$ cat src/logic/dbg_pkg.sv
package dbg_pkg;

    typedef logic [7:0]  byte_t;    // One link byte
    typedef logic [31:0] word_t;    // Core word and address
    typedef logic [4:0]  reg_sel_t; // Register file index

    localparam int NUM_REGS       = 32;                 // Registers in a dump
    localparam int DATA_MEM_BYTES = 256;                // Data memory bytes in a dump
    localparam int MEM_WORDS      = DATA_MEM_BYTES / 4; // Data memory words in a dump

    // Command characters from the link
    localparam byte_t CMD_RUN  = 8'h72; // 'r'
    localparam byte_t CMD_STEP = 8'h73; // 's'
    localparam byte_t CMD_LOAD = 8'h6c; // 'l'
    localparam byte_t CMD_NEXT = 8'h6e; // 'n'

    localparam word_t LOAD_END_WORD = 32'hffff_ffff; // Last word of a program load

    typedef enum logic [2:0] {
        CTRL_IDLE,
        CTRL_RUN,
        CTRL_STEP_WAIT,
        CTRL_STEP_PULSE,
        CTRL_DUMPING,
        CTRL_LOADING
    } ctrl_state_t;

    typedef enum logic [2:0] {
        DUMP_IDLE,
        DUMP_ADDR,
        DUMP_CAPTURE,
        DUMP_SEND,
        DUMP_DONE
    } dump_state_t;

endpackage

$ cat src/logic/rx_handshake.sv
`timescale 1ns/1ps

module rx_handshake (
    input  logic           i_clk,
    input  logic           i_rst,
    input  logic           i_req,
    input  dbg_pkg::byte_t i_data,
    input  logic           i_hold,
    output logic           o_ack,
    output logic           o_strobe,
    output dbg_pkg::byte_t o_byte
);
    import dbg_pkg::*;

    logic  ack_q;
    logic  strobe_q;
    byte_t byte_q;
    logic  accept;

    // New request, previous one fully released, and no dump in progress
    assign accept = i_req && !ack_q && !i_hold;

    always_ff @(posedge i_clk) begin
        if (accept) begin
            byte_q <= i_data; // Data is stable while req is high
        end
    end

    always_ff @(posedge i_clk) begin
        if (i_rst) begin
            ack_q    <= 1'b0;
            strobe_q <= 1'b0;
        end else begin
            strobe_q <= accept;     // One pulse per request
            if (accept) begin
                ack_q <= 1'b1;
            end else if (ack_q && !i_req) begin
                ack_q <= 1'b0;      // Requester let go
            end
        end
    end

    assign o_ack    = ack_q;
    assign o_strobe = strobe_q;
    assign o_byte   = byte_q;

endmodule

$ cat src/logic/debug_controller.sv
`timescale 1ns/1ps

module debug_controller (
    input  logic           i_clk,
    input  logic           i_rst,
    input  logic           i_strobe,
    input  dbg_pkg::byte_t i_byte,
    input  logic           i_cpu_halt,
    input  logic           i_load_done,
    input  logic           i_dump_done,
    output logic           o_load_active,
    output logic           o_dump_start,
    output logic           o_hold,
    output logic           o_cpu_rst,
    output logic           o_cpu_clk_en
);
    import dbg_pkg::*;

    ctrl_state_t state_q;
    logic        step_mode_q;  // Return to step_wait after a dump
    logic        cpu_rst_q;
    logic        clk_en_q;
    logic        dump_start_q;

    always_ff @(posedge i_clk) begin
        if (i_rst) begin
            state_q      <= CTRL_IDLE;
            step_mode_q  <= 1'b0;
            cpu_rst_q    <= 1'b1;
            clk_en_q     <= 1'b0;
            dump_start_q <= 1'b0;
        end else begin
            dump_start_q <= 1'b0;
            case (state_q)
                CTRL_IDLE: begin
                    if (i_strobe) begin
                        case (i_byte)
                            CMD_RUN: begin
                                cpu_rst_q   <= 1'b0;
                                clk_en_q    <= 1'b1;   // Free running until halt
                                step_mode_q <= 1'b0;
                                state_q     <= CTRL_RUN;
                            end
                            CMD_STEP: begin
                                cpu_rst_q   <= 1'b0;
                                step_mode_q <= 1'b1;
                                state_q     <= CTRL_STEP_WAIT;
                            end
                            CMD_LOAD: begin
                                state_q <= CTRL_LOADING;
                            end
                            default: begin
                                state_q <= CTRL_IDLE; // Unknown character dropped
                            end
                        endcase
                    end
                end
                CTRL_RUN: begin
                    if (i_cpu_halt) begin
                        clk_en_q     <= 1'b0;
                        dump_start_q <= 1'b1;
                        state_q      <= CTRL_DUMPING;
                    end
                end
                CTRL_STEP_WAIT: begin
                    if (i_cpu_halt) begin
                        step_mode_q  <= 1'b0;    // Final dump, then idle
                        dump_start_q <= 1'b1;
                        state_q      <= CTRL_DUMPING;
                    end else if (i_strobe && i_byte == CMD_NEXT) begin
                        clk_en_q <= 1'b1;        // Exactly one core cycle
                        state_q  <= CTRL_STEP_PULSE;
                    end
                end
                CTRL_STEP_PULSE: begin
                    clk_en_q     <= 1'b0;
                    dump_start_q <= 1'b1;
                    state_q      <= CTRL_DUMPING;
                end
                CTRL_DUMPING: begin
                    if (i_dump_done) begin
                        if (step_mode_q) begin
                            state_q <= CTRL_STEP_WAIT;
                        end else begin
                            cpu_rst_q <= 1'b1;   // Core parked until next command
                            state_q   <= CTRL_IDLE;
                        end
                    end
                end
                CTRL_LOADING: begin
                    if (i_load_done) begin
                        state_q <= CTRL_IDLE;
                    end
                end
                default: begin
                    state_q <= CTRL_IDLE;
                end
            endcase
        end
    end

    assign o_load_active = (state_q == CTRL_LOADING);  // Route bytes to the loader
    assign o_hold        = (state_q == CTRL_STEP_PULSE) || (state_q == CTRL_DUMPING);
    assign o_dump_start  = dump_start_q;
    assign o_cpu_rst     = cpu_rst_q;
    assign o_cpu_clk_en  = clk_en_q;

endmodule

$ cat src/logic/instr_loader.sv
`timescale 1ns/1ps

module instr_loader (
    input  logic           i_clk,
    input  logic           i_rst,
    input  logic           i_active,
    input  logic           i_strobe,
    input  dbg_pkg::byte_t i_byte,
    output logic           o_done,
    output dbg_pkg::word_t o_instr_addr,
    output dbg_pkg::word_t o_instr_data,
    output logic           o_instr_we
);
    import dbg_pkg::*;

    logic [1:0] byte_cnt_q;  // Bytes gathered in the current word
    word_t      word_q;
    word_t      word_next;
    word_t      addr_q;
    logic       we_q;
    logic       done_q;
    logic       take;

    assign take      = i_active && i_strobe;
    assign word_next = {word_q[23:0], i_byte}; // Most significant byte arrives first

    always_ff @(posedge i_clk) begin
        if (take) begin
            word_q <= word_next;
        end
    end

    always_ff @(posedge i_clk) begin
        if (i_rst) begin
            byte_cnt_q <= 2'd0;
            addr_q     <= '0;
            we_q       <= 1'b0;
            done_q     <= 1'b0;
        end else begin
            we_q   <= 1'b0;
            done_q <= 1'b0;
            if (we_q) begin
                addr_q <= done_q ? word_t'(0) : addr_q + 32'd4; // Next load starts at 0
            end
            if (take) begin
                byte_cnt_q <= byte_cnt_q + 2'd1;
                if (byte_cnt_q == 2'd3) begin
                    we_q   <= 1'b1;
                    done_q <= (word_next == LOAD_END_WORD);
                end
            end
        end
    end

    assign o_done       = done_q;
    assign o_instr_addr = addr_q;
    assign o_instr_data = word_q;
    assign o_instr_we   = we_q;

endmodule

$ cat src/logic/dump_sequencer.sv
`timescale 1ns/1ps

module dump_sequencer (
    input  logic              i_clk,
    input  logic              i_rst,
    input  logic              i_start,
    input  dbg_pkg::word_t    i_cpu_pc,
    input  dbg_pkg::word_t    i_cpu_cycles,
    input  dbg_pkg::word_t    i_reg_data,
    input  dbg_pkg::word_t    i_mem_data,
    output dbg_pkg::reg_sel_t o_reg_sel,
    output dbg_pkg::word_t    o_mem_addr,
    output logic              o_word_req,
    output dbg_pkg::word_t    o_word_data,
    input  logic              i_word_ack,
    output logic              o_done
);
    import dbg_pkg::*;

    dump_state_t state_q;
    logic [1:0]  phase_q;  // 0 pc, 1 cycles, 2 registers, 3 data memory
    logic [5:0]  idx_q;    // Register or memory word index
    word_t       hold_q;
    logic        req_q;
    logic        done_q;

    always_ff @(posedge i_clk) begin
        if (state_q == DUMP_CAPTURE) begin
            case (phase_q)
                2'd0:    hold_q <= i_cpu_pc;
                2'd1:    hold_q <= i_cpu_cycles;
                2'd2:    hold_q <= i_reg_data;
                default: hold_q <= i_mem_data;
            endcase
        end
    end

    always_ff @(posedge i_clk) begin
        if (i_rst) begin
            state_q <= DUMP_IDLE;
            phase_q <= 2'd0;
            idx_q   <= 6'd0;
            req_q   <= 1'b0;
            done_q  <= 1'b0;
        end else begin
            done_q <= 1'b0;
            case (state_q)
                DUMP_IDLE: begin
                    if (i_start) begin
                        phase_q <= 2'd0;
                        idx_q   <= 6'd0;
                        state_q <= DUMP_ADDR;
                    end
                end
                DUMP_ADDR: begin
                    if (!i_word_ack) begin
                        state_q <= DUMP_CAPTURE; // Previous word handshake closed
                    end
                end
                DUMP_CAPTURE: begin
                    req_q   <= 1'b1;
                    state_q <= DUMP_SEND;
                end
                DUMP_SEND: begin
                    if (i_word_ack) begin
                        req_q   <= 1'b0;
                        state_q <= DUMP_ADDR;
                        case (phase_q)
                            2'd2: begin
                                if (idx_q == 6'(NUM_REGS - 1)) begin
                                    phase_q <= 2'd3;
                                    idx_q   <= 6'd0;
                                end else begin
                                    idx_q <= idx_q + 6'd1;
                                end
                            end
                            2'd3: begin
                                if (idx_q == 6'(MEM_WORDS - 1)) begin
                                    state_q <= DUMP_DONE;
                                end else begin
                                    idx_q <= idx_q + 6'd1;
                                end
                            end
                            default: phase_q <= phase_q + 2'd1; // Pc, then cycle count
                        endcase
                    end
                end
                DUMP_DONE: begin
                    if (!i_word_ack) begin
                        done_q  <= 1'b1;
                        state_q <= DUMP_IDLE;
                    end
                end
                default: begin
                    state_q <= DUMP_IDLE;
                end
            endcase
        end
    end

    assign o_reg_sel   = idx_q[4:0];
    assign o_mem_addr  = {24'd0, idx_q, 2'b00};  // Word aligned byte address
    assign o_word_req  = req_q;
    assign o_word_data = hold_q;
    assign o_done      = done_q;

endmodule

$ cat src/logic/word_serializer.sv
`timescale 1ns/1ps

module word_serializer (
    input  logic           i_clk,
    input  logic           i_rst,
    input  logic           i_word_req,
    input  dbg_pkg::word_t i_word_data,
    output logic           o_word_ack,
    output logic           o_tx_req,
    output dbg_pkg::byte_t o_tx_data,
    input  logic           i_tx_ack
);
    import dbg_pkg::*;

    word_t      shift_q;
    logic [1:0] byte_cnt_q;  // Byte being sent
    logic       busy_q;
    logic       tx_req_q;
    logic       word_ack_q;
    logic       load_word;
    logic       byte_done;

    // Start only once both handshakes are fully released
    assign load_word = !busy_q && !word_ack_q && i_word_req && !i_tx_ack;
    assign byte_done = busy_q && !tx_req_q && !i_tx_ack; // Byte handshake complete

    always_ff @(posedge i_clk) begin
        if (load_word) begin
            shift_q <= i_word_data;
        end else if (byte_done && byte_cnt_q != 2'd3) begin
            shift_q <= {shift_q[23:0], 8'h00};
        end
    end

    always_ff @(posedge i_clk) begin
        if (i_rst) begin
            byte_cnt_q <= 2'd0;
            busy_q     <= 1'b0;
            tx_req_q   <= 1'b0;
            word_ack_q <= 1'b0;
        end else begin
            if (load_word) begin
                busy_q     <= 1'b1;
                byte_cnt_q <= 2'd0;
                tx_req_q   <= 1'b1;
            end else if (tx_req_q && i_tx_ack) begin
                tx_req_q <= 1'b0;
            end else if (byte_done) begin
                if (byte_cnt_q == 2'd3) begin
                    busy_q     <= 1'b0;
                    word_ack_q <= 1'b1;   // Whole word is out
                end else begin
                    byte_cnt_q <= byte_cnt_q + 2'd1;
                    tx_req_q   <= 1'b1;
                end
            end
            if (word_ack_q && !i_word_req) begin
                word_ack_q <= 1'b0;
            end
        end
    end

    assign o_word_ack = word_ack_q;
    assign o_tx_req   = tx_req_q;
    assign o_tx_data  = shift_q[31:24];  // Most significant byte first

endmodule

$ cat src/logic/debug_top.sv
`timescale 1ns/1ps

module debug_top (
    input  logic              i_clk,
    input  logic              i_rst,
    input  logic              i_rx_req,
    input  dbg_pkg::byte_t    i_rx_data,
    output logic              o_rx_ack,
    output logic              o_tx_req,
    output dbg_pkg::byte_t    o_tx_data,
    input  logic              i_tx_ack,
    output logic              o_cpu_rst,
    output logic              o_cpu_clk_en,
    input  logic              i_cpu_halt,
    input  dbg_pkg::word_t    i_cpu_pc,
    input  dbg_pkg::word_t    i_cpu_cycles,
    output dbg_pkg::reg_sel_t o_reg_sel,
    input  dbg_pkg::word_t    i_reg_data,
    output dbg_pkg::word_t    o_mem_addr,
    input  dbg_pkg::word_t    i_mem_data,
    output dbg_pkg::word_t    o_instr_addr,
    output dbg_pkg::word_t    o_instr_data,
    output logic              o_instr_we
);
    import dbg_pkg::*;

    logic  rx_strobe;
    byte_t rx_byte;
    logic  hold;
    logic  load_active;
    logic  load_done;
    logic  dump_start;
    logic  dump_done;
    logic  word_req;
    word_t word_data;
    logic  word_ack;

    rx_handshake u_rx (
        .i_clk(i_clk), .i_rst(i_rst),
        .i_req(i_rx_req), .i_data(i_rx_data), .i_hold(hold),
        .o_ack(o_rx_ack), .o_strobe(rx_strobe), .o_byte(rx_byte)
    );

    debug_controller u_ctrl (
        .i_clk(i_clk), .i_rst(i_rst),
        .i_strobe(rx_strobe), .i_byte(rx_byte), .i_cpu_halt(i_cpu_halt),
        .i_load_done(load_done), .i_dump_done(dump_done),
        .o_load_active(load_active), .o_dump_start(dump_start), .o_hold(hold),
        .o_cpu_rst(o_cpu_rst), .o_cpu_clk_en(o_cpu_clk_en)
    );

    instr_loader u_loader (
        .i_clk(i_clk), .i_rst(i_rst),
        .i_active(load_active), .i_strobe(rx_strobe), .i_byte(rx_byte),
        .o_done(load_done), .o_instr_addr(o_instr_addr),
        .o_instr_data(o_instr_data), .o_instr_we(o_instr_we)
    );

    dump_sequencer u_dump (
        .i_clk(i_clk), .i_rst(i_rst), .i_start(dump_start),
        .i_cpu_pc(i_cpu_pc), .i_cpu_cycles(i_cpu_cycles),
        .i_reg_data(i_reg_data), .i_mem_data(i_mem_data),
        .o_reg_sel(o_reg_sel), .o_mem_addr(o_mem_addr),
        .o_word_req(word_req), .o_word_data(word_data), .i_word_ack(word_ack),
        .o_done(dump_done)
    );

    word_serializer u_ser (
        .i_clk(i_clk), .i_rst(i_rst),
        .i_word_req(word_req), .i_word_data(word_data), .o_word_ack(word_ack),
        .o_tx_req(o_tx_req), .o_tx_data(o_tx_data), .i_tx_ack(i_tx_ack)
    );

endmodule

$ cat config.mk
export PLATFORM = sky130hd
export DESIGN_NAME = debug_top
export DESIGN_NICKNAME = d
export VERILOG_FILES = /design/src/logic/dbg_pkg.sv /design/src/logic/rx_handshake.sv /design/src/logic/debug_controller.sv /design/src/logic/instr_loader.sv /design/src/logic/dump_sequencer.sv /design/src/logic/word_serializer.sv /design/src/logic/debug_top.sv
export SDC_FILE = /design/constraint.sdc
export NUM_CORES = 1
export LEC_CHECK = 0
export BUFFER_PORTS_ARGS = -buffer_cell sky130_fd_sc_hd__buf_2
export CAP_MARGIN = 20
export CORE_ASPECT_RATIO = 0.6
export CORE_MARGIN = 2
export CORE_UTILIZATION = 40
export CTS_CLUSTER_SIZE = 25
export DETAILED_ROUTE_END_ITERATION = 8
export HOLD_SLACK_MARGIN = 0.08
export MAX_ROUTING_LAYER = met4
export PLACE_DENSITY = 0.65
export SYNTH_ARGS = -nofsm -noshare
export SYNTH_HDL_FRONTEND = slang
export SYNTH_SLANG_ARGS = --single-unit
$ cat constraint.sdc
create_clock -name i_clk -period 6.1 [get_ports i_clk]
set_input_delay 0.915 -clock i_clk [delete_from_list [all_inputs] [get_ports i_clk]]
set_output_delay 0.915 -clock i_clk [all_outputs]
set_load 0.005 [all_outputs]
Word level (Yosys, flattened, before mapping)
Cells that the tools add are included. Widths: inputs -> output; s select.

Add/subtract/negate cells: 5. Eq/ne operators: 44. Mux-type cells: 61. Bitwise gates (word level): 6. Reduce and logical (&&, ||, !) cells: 54.

Operators with widths (count): $mux 32 (3); $pmux 32 s3 (1); $mux 3 (12); $add 32x3->32 const B (1); $eq 32x32->1 const B (1); $eq 8x7->1 const B (4); $ne 2x2->1 const B (13); $mux 1 (24); $mux 6 (4); $pmux 6 s2 (2); $reduce_and 5->1 (4); $pmux 3 s6 (1); $reduce_bool 2->1 (8); $pmux 3 s5 (1); $logic_and 1x1->1 (13); $eq 3x2->1 const B (4); $reduce_and 4->1 (3); $reduce_or 2->1 (6); $pmux 1 s2 (5); $eq 3x3->1 const B (3); $ne 3x2->1 const B (3); $pmux 3 s3 (1); $eq 2x2->1 const B (4); $logic_not 1->1 (8); other kinds (22) (41).

Register bits after elaboration: 167. Input port bits: 141. Output and inout port bits: 114. Word-level logic and storage cells: 194.

Depth between registers and ports, before layout
Gate-level depths: netlist (run 1).

Depth after elaboration: 6. Gate-level depth with buffers: 7. Gate-level depth less buffers: 6.

By module
Synthesis (run 1) repeated with hierarchy kept, for this count alone.

Cell total of the unflattened synthesis: 666. Area, all modules: 8030.2 um^2.

By module, submodules not included: dump_sequencer (instances 1, cells an instance 264, area an instance 2790.2 um^2, seq. area each 1221.2 um^2); instr_loader (instances 1, cells an instance 225, area an instance 2645.0 um^2, seq. area each 1641.6 um^2); word_serializer (instances 1, cells an instance 96, area an instance 1715.4 um^2, seq. area each 1061.0 um^2); debug_controller (instances 1, cells an instance 67, area an instance 564.3 um^2, seq. area each 140.1 um^2); rx_handshake (instances 1, cells an instance 14, area an instance 315.3 um^2, seq. area each 280.3 um^2).

Worst setup path before layout (run 1)
No wires, ideal clock.

Path kind: reg2reg. From: register u_dump.state_q[1]. To: register u_dump.hold_q[0] (netlist: u_dump.o_word_data[0]), enable pin. Library setup time: 0.470 ns. Arrival: 3.010 ns. Slack: 2.619 ns. Stages on the path, launching flop included: 3. Clock period less this slack: 3.481 ns. Path through: dfxtp_1 -> clkbuf_1 -> nor3b_1.

Longest elaborated chain between the ends: 1.

RTL lines: start, declared (line dump_sequencer.sv:20) `dump_state_t state_q;`; start signal, assigned (line dump_sequencer.sv:40) `state_q <= DUMP_IDLE;`; start signal, assigned (line dump_sequencer.sv:52) `state_q <= DUMP_ADDR;`; start signal, assigned (line dump_sequencer.sv:57) `state_q <= DUMP_CAPTURE;`; $eq 3x2->1 (line dump_sequencer.sv:28) `if (state_q == DUMP_CAPTURE) begin`; end signal, assigned (line dump_sequencer.sv:30) `2'd0: hold_q <= i_cpu_pc;`; end signal, assigned (line dump_sequencer.sv:31) `2'd1: hold_q <= i_cpu_cycles;`; end signal, assigned (line dump_sequencer.sv:32) `2'd2: hold_q <= i_reg_data;`; end, declared (line dump_sequencer.sv:23) `word_t hold_q;`.

No other way between the ends. A chain may end at the register's enable or synchronous reset.

Final worst setup path (run 1)
From: register u_dump.phase_q[0]. To: register u_dump.idx_q[2].

Longest elaborated chain between the ends: 4. Elaborated cells between the ends (all ways): 8.

RTL lines: start, declared (line dump_sequencer.sv:21) `logic [1:0] phase_q;`; start signal, assigned (line dump_sequencer.sv:84) `default: phase_q <= phase_q + 2'd1;`; $eq 2x2->1 (line dump_sequencer.sv:68) `case (phase_q)`; $pmux 6 s2 (line dump_sequencer.sv:68); $mux 6 (line dump_sequencer.sv:65) `if (i_word_ack) begin`; $pmux 6 s2 (line dump_sequencer.sv:47) `case (state_q)`; end signal, assigned (line dump_sequencer.sv:74) `idx_q <= idx_q + 6'd1;`; end signal, assigned (line dump_sequencer.sv:81) `idx_q <= idx_q + 6'd1;`; end, declared (line dump_sequencer.sv:22) `logic [5:0] idx_q;`.

Parallel ways exist; a longest one is shown, timed or not. The select of a mux whose other input is x is not followed.

==> results of run 1 <==
## synth_stat cells, types with 8 or more instances
cell,count
a222oi_1,32
xnor2_1,9
nand4_1,16
mux2_2,24
nor4_1,9
edfxtp_1,104
clkbuf_1,27
nand3_1,17
nand2_1,30
nor2_1,35
dfxtp_1,61
and2_1,11
a21oi_1,26
buf_4,42
or3_1,10
mux2i_1,42
nor3_1,11
ha_1,8
o21ai_0,15
inv_1,47
## per-layer routing
metal	share of wire	vias to the layer above
met1	0.53	2878
li1	-	2960
met3	0.059	6
met2	0.41	229
met5	0	-
met4	0.0038	0
## path summary, 6_finish.rpt
check | from | end | slack (ns)
setup / recovery | u_dump.phase_q[0]$_SDFFE_PP0P_ | u_dump.idx_q[2]$_SDFFE_PP0P_ | 3.47
hold / removal | u_loader.o_instr_data[20]$_DFFE_PP_ | u_loader.o_instr_data[28]$_DFFE_PP_ | 0.48
setup reg to reg | u_dump.phase_q[0]$_SDFFE_PP0P_ | u_dump.idx_q[2]$_SDFFE_PP0P_ | 3.47
hold reg to reg | u_loader.o_instr_data[20]$_DFFE_PP_ | u_loader.o_instr_data[28]$_DFFE_PP_ | 0.48
## cells in the final DEF (no fill, tap or decap), types with 5 or more instances in the layout
master     instances
nor2_1            35
or2_2              5
inv_6              5
nand2_1           30
inv_8              5
nand3_1           17
and2_1            11
xor2_1             5
a31oi_1            5
clkbuf_16         18
xnor2_1            9
dfxtp_1           61
or3_1             10
ha_1               7
buf_2            226
o21ai_0           15
o31ai_1            5
a21oi_1           26
a222oi_1          32
mux2_2            24
nand4_1           16
inv_1             47
mux2i_1           42
or4_1              5
edfxtp_1         104
conb_1            28
nor3_1            11
nor4_1             9
and3_1             5
## where the power goes
part	switching, uW	leakage, uW	internal (uW)
clock network	507	0.000278	547
registers	42.7	0.00144	1300
logic	130	0.00215	116
total	680	0.00387	1960
## cell families after synthesis
| family | synth area share |
|---|---|
| DFF | 0.5497 |
| adders and majority gates | 0.01267 |
| AOI/OAI and AO/OA | 0.1130 |
| muxes | 0.08740 |
| and+or+nand+nor | 0.1396 |
| other | 0.0004745 |
| buffers and inverters | 0.08154 |
| xor gates and xnor gates | 0.01552 |
## state kept, by name, indices dropped and copies added (netlist names), 3 cells and up
name,count
u_loader.o_instr_data,32
u_loader.o_instr_addr,30
u_ser.shift_q,32
u_dump.o_word_data,32
u_ctrl.state_q,3
u_dump.state_q,3
u_dump.idx_q,6
u_rx.o_byte,8
## stage by stage
stage / std cells / hold WS (ns)
3_5_place_dp: 1135 / 0.4560
6_report: 1169 / 0.4780
2_1_floorplan: 717 / 0.4418
5_1_grt: 1169 / 0.5002
3_3_place_gp: 1133 / 0.4581
4_1_cts: 1167 / 0.4762
## final cells by class
cell class	instances	area, um^2	area share
clock inverters	15	148.9	0.01532
clock buffers	17	425.4	0.04376
multi-input cells	426	3032	0.3119
repair buffers	233	1261	0.1297
inverters	47	176.4	0.01815
well taps	266	332.8	0.03424
flip-flops and latches	165	4344	0.4469
==> flow_summary.ini, run 1 <==
[sta]
max-slew-margin-rel = 0.2959
worstMarginPinSlew_ns = 1.056
rsz0062_at_grt = no
fin_ws_ns = 3.475
clock.fmax_mhz = 380.9
setup_violations = 0
fin_worst_skew_ns = 0.01379
post-route-min-period_ns = 2.625
min_period_over_period = 0.4304
setup-tns-final_ns = 0
finalMaxSlewViolations = 0
final_hold_viol_count = 0

[worst_setup_path]
ff2ff_path_depth = 5
worstSetupPathDepth = 5
cp_max_fo = 36
arrival_ns = 2.94
critPathKind = reg2reg
slowest_delay_ns = 0.91
cp_top_family = adder cells
crit_path_start_kind = flop
critPathBufInv = 0
worstPathRequired_ns = 6.41
cp-end-kind = flop
path_cells = ha_2 -> nand2_1 -> nor3_1 -> o311ai_0 -> o41ai_1
cp_slowest_cell = ha_2

[global_route]
grt_pass1_vias = 5463
antenna_found_initial = 0
grt_pass1_wl_um = 29350
use_met2 = 0.2313
use_met3 = 0.03766
grt_usage = 0.1835
overflow = 0
gr-usage-met1 = 0.2956
grt_start_max_net_pins = 37
top_usage_layer = met1

[placed_design]
gp_congestion = 0.8035
pre_cts_slack_ns = 3.145
placed_area_um2 = 9094
numPortBuffers = 226
dp.final_hpwl_um = 13300

[status]
outcome = finished, final reports clean

[synth]
syn_inst = 690
netlist_top_cells_area = edfxtp_1 (40%), dfxtp_1 (15%), mux2i_1 (5.3%), a222oi_1 (4.1%), buf_4 (4.0%)
yosys_most_used_dff = edfxtp_1
netlist_area_um2 = 7903
ys_ff_latch = 165
syn-mean-instance-area_um2 = 11.45
ys_types = 64
yosysWarnings = 0
yosys.area.top_type = edfxtp_1
yosysSeqAreaShare = 0.5497
synth_edf_count = 104
synthArstFlopShare = 0
synth_top_cell_area_share = 0.3952

[cts]
numCtsBuffers = 17
cts_resized = 0
cts_buffer_depth = 2
path_clk_slew_ns = 0.07
htreeDepth = 4
ctsRootBufferMaster = clkbuf_16
clk_latency_ns = 0.42
cts-hold-fix-buffers = 0
cts_tree = yes
cts_setup_buffers = 0
clock_sinks = 165

[route]
drt-initial-drc-count = 544
ant_nets = 0
firstDrtPassIters = 8
vias = 6073
wl_per_cell_um = 15.80
drc = 0
avgViaCountPerCell = 5.195
drt_wl_total_um = 18470

[final_layout]
areaGrowthSynthToFinish_pct = 23.01
fill_cells = 1681
antenna_cells = 0
drive_above_1_share = 0.3344
num-nets-final = 1039
finish.utilization = 0.5069
fin_area_um2 = 9721

[floorplan]
fp.dieArea_um2 = 20930
core_um2 = 19180
die_w_um = 185.5
ios = 255
die_h_um = 112.9
start_util = 0.4121
num_rows = 39

[pwr]
power_leakage_uw = 0.003874
power_density_nw_per_um2 = 271.5
finalPower_uw = 2639
peakVddDrop_uv = 192.7

[min_path]
holdPathStages = 0
hp-class = reg2reg

[job]
maxCapViolations = 0
Power figures use the tool's default switching activity.
==> inputs of run 2 (changes only) <==
--- a/config.mk
+++ b/config.mk
@@ -5,6 +5,7 @@
 export SDC_FILE = /design/constraint.sdc
 export NUM_CORES = 1
 export LEC_CHECK = 0
+export ABC_AREA = 1
 export BUFFER_PORTS_ARGS = -buffer_cell sky130_fd_sc_hd__buf_2
 export CAP_MARGIN = 20
 export CORE_ASPECT_RATIO = 0.6
@@ -14,7 +15,7 @@
 export DETAILED_ROUTE_END_ITERATION = 8
 export HOLD_SLACK_MARGIN = 0.08
 export MAX_ROUTING_LAYER = met4
-export PLACE_DENSITY = 0.65
+export PLACE_DENSITY = 0.68
 export SYNTH_ARGS = -nofsm -noshare
 export SYNTH_HDL_FRONTEND = slang
 export SYNTH_SLANG_ARGS = --single-unit
==> constraint.sdc (replaced) <==
create_clock -name i_clk -period 2.3 [get_ports i_clk]
set_input_delay 0.345 -clock i_clk [delete_from_list [all_inputs] [get_ports i_clk]]
set_output_delay 0.345 -clock i_clk [all_outputs]
set_load 0.005 [all_outputs]
==> run 2 against run 1 <==
Critical endpoint unchanged. Worst hold slack worse by 0.38 ns. Critical path type unchanged. Largest cell class unchanged. Power increased to 3.3 times the previous value. Cell area increased by 2.6%. Synthesized cell count is 31% higher.
==> flow_summary.ini, run 2 <==
[global_route]
grt_start_max_net_pins = 37
grt_pass1_wl_um = 30430
overflow = 0
grt_pass1_vias = 6057
grt_usage = 0.1842
antenna_found_initial = 0

[sta]
min_period_over_period = 0.7929
setup_violations = 0
rsz0062_at_grt = no
worstMarginPinSlew_ns = 0.6496
post-route-min-period_ns = 1.824
setup-tns-final_ns = 0
fin_worst_skew_ns = 0.01565
clock.fmax_mhz = 548.3
max-slew-margin-rel = 0.5664
final_hold_viol_count = 0
finalMaxSlewViolations = 0

[cts]
cts-hold-fix-buffers = 2
cts_tree = yes
htreeDepth = 4
numCtsBuffers = 17
clk_latency_ns = 0.43
clock_sinks = 165
cts_buffer_depth = 2
path_clk_slew_ns = 0.07
cts_resized = 0
ctsRootBufferMaster = clkbuf_16
cts_setup_buffers = 0

[synth]
syn-mean-instance-area_um2 = 8.836
synth_top_cell_area_share = 0.3897
ys_types = 35
yosysSeqAreaShare = 0.5421
netlist_top_cells_area = edfxtp_1 (39%), dfxtp_1 (15%), nand2_1 (8.8%), nor2_1 (5.5%), a21oi_1 (4.2%)
synth_most_common_cell = nand2_1
syn_inst = 907
yosys.area.top_type = edfxtp_1
synthTopCellsByCount = nand2_1 (188), nor2_1 (117), edfxtp_1 (104)
synth_edf_count = 104
netlist_area_um2 = 8014
yosysWarnings = 0
ys_ff_latch = 165
synthArstFlopShare = 0
yosys_most_used_dff = edfxtp_1

[floorplan]
ios = 255
start_util = 0.4044
num_rows = 40
die_h_um = 113.6
fp.dieArea_um2 = 21220
core_um2 = 19820
die_w_um = 186.7

[worst_setup_path]
cp_slowest_cell = dfxtp_1
cp-end-kind = flop
path_cells = ha_1 -> buf_4 -> nor2_1 -> o21ai_2 -> nand3_2 -> nand2_1 -> a21oi_1
r2r_start = u_dump.phase_q[0]$_SDFFE_PP0P_
crit_path_start = u_dump.phase_q[0]$_SDFFE_PP0P_
critPathKind = reg2reg
r2r_setup_slack_ns = 0.48
worstPathRequired_ns = 2.59
arrival_ns = 2.11
cp_max_fo = 36
crit_path_start_kind = flop
slowest_delay_ns = 0.39

[final_layout]
regArea_um2 = 4344
areaGrowthSynthToFinish_pct = 24.42
antenna_cells = 0
multi_input_area_um2 = 3017
drive_above_1_share = 0.2813
final_cell_mix = buf_2 (226), nand2_1 (188), nor2_1 (116)
finish.utilization = 0.5031
fill_cells = 1886
layout.cells.most_common = buf_2
num-nets-final = 1277

[pwr]
power_leakage_uw = 0.004258
peakVddDrop_uv = 511.6
power_density_nw_per_um2 = 875.0

[route]
firstDrtPassIters = 5
drt_wl_total_um = 19100
wl_per_cell_um = 13.51
drt-initial-drc-count = 536
vias = 6790
avgViaCountPerCell = 4.802
drc = 0
ant_nets = 0

[placed_design]
dp.final_hpwl_um = 14230
gp_congestion = 0.8707
numPortBuffers = 226

[status]
outcome = finished, final reports clean

[min_path]
hp-start = i_rx_data[0]
hp-class = in2reg

[job]
maxCapViolations = 0
run 2: cell count changes after synthesis, sizes merged, moves of 27 or more:
cell    before  now
nand2       30  193
nor2        35  123
inv         47   92
nand3       17   62
a21oi       26   68
mux2i       42    0
a222oi      32    0
a31oi        5   32
run 2: cell families (layout without fill, tap and decap cells):
| group | after synthesis | in the layout | share of synthesized area |
|---|---|---|---|
| AOI/OAI and AO/OA | 123 | 123 | 0.08337 |
| xor gates and xnor gates | 2 | 2 | 0.002186 |
| adders and majority gates | 8 | 8 | 0.01249 |
| buffers and inverters | 161 | 368 | 0.09586 |
| DFF | 165 | 165 | 0.5421 |
| muxes | 24 | 24 | 0.03372 |
| other | 1 | 28 | 0.0004679 |
| and+or+nand+nor | 423 | 423 | 0.2298 |
run 2: worst max-delay path: cells and delay by family (launching register included):
family | cells | cell delay [ns]
DFF | 1 | 0.39
buffers and inverters | 1 | 0.36
AOI/OAI and AO/OA | 2 | 0.40
adders and majority gates | 1 | 0.19
and+or+nand+nor | 3 | 0.37
run 2: layer usage:
| layer | GRT usage | wire length, um | vias to the layer above |
|---|---|---|---|
| li1 | - | - | 3422 |
| met3 | 0.03569 | 1306 | 20 |
| met1 | 0.2745 | 9654 | 3087 |
| met2 | 0.2555 | 7955 | 261 |
| met5 | - | 0 | - |
| met4 | 0.04550 | 181 | 0 |
run 2: worst paths after layout:
check                                           to  cells past startpoint
setup / recovery      u_dump.idx_q[2]$_SDFFE_PP0P_                      7
hold / removal            u_rx.o_byte[0]$_DFFE_PP_                      1
setup reg to reg      u_dump.idx_q[2]$_SDFFE_PP0P_                      7
hold reg to reg   u_ser.byte_cnt_q[1]$_SDFFE_PP0P_                      2
run 2: through the flow:
| step | cell area [um^2] | setup slack (ns) | instances | total power (uW) | hold WS (ns) |
|---|---|---|---|---|---|
| global route | 9971 | 0.2919 | 1414 | 9201 | 0.08028 |
| detailed placement | 9316 | 0.5344 | 1379 | 5790 | 0.4465 |
| CTS | 9961 | 0.5209 | 1413 | 8801 | 0.08027 |
| global placement | 9316 | 0.5810 | 1379 | 5750 | 0.4467 |
| floorplan | 8129 | 0.3783 | 934 | 5195 | 0.4284 |
| finish | 9971 | 0.4763 | 1414 | 8724 | 0.1002 |
run 2: power by group:
group | total [uW] | switching [uW] | internal (uW) | leakage [uW]
registers | 3680 | 135 | 3540 | 0.00144
clock network | 3000 | 1320 | 1680 | 0.000309
logic | 2050 | 1240 | 814 | 0.00251
run 2: area by class of cell:
class                   instances  area share
flip-flops and latches        165      0.4357
multi-input cells             608      0.3025
repair buffers                244      0.1303
clock buffers                  17     0.04267
inverters                      92     0.03463
well taps                     273     0.03426
clock inverters                15     0.01995
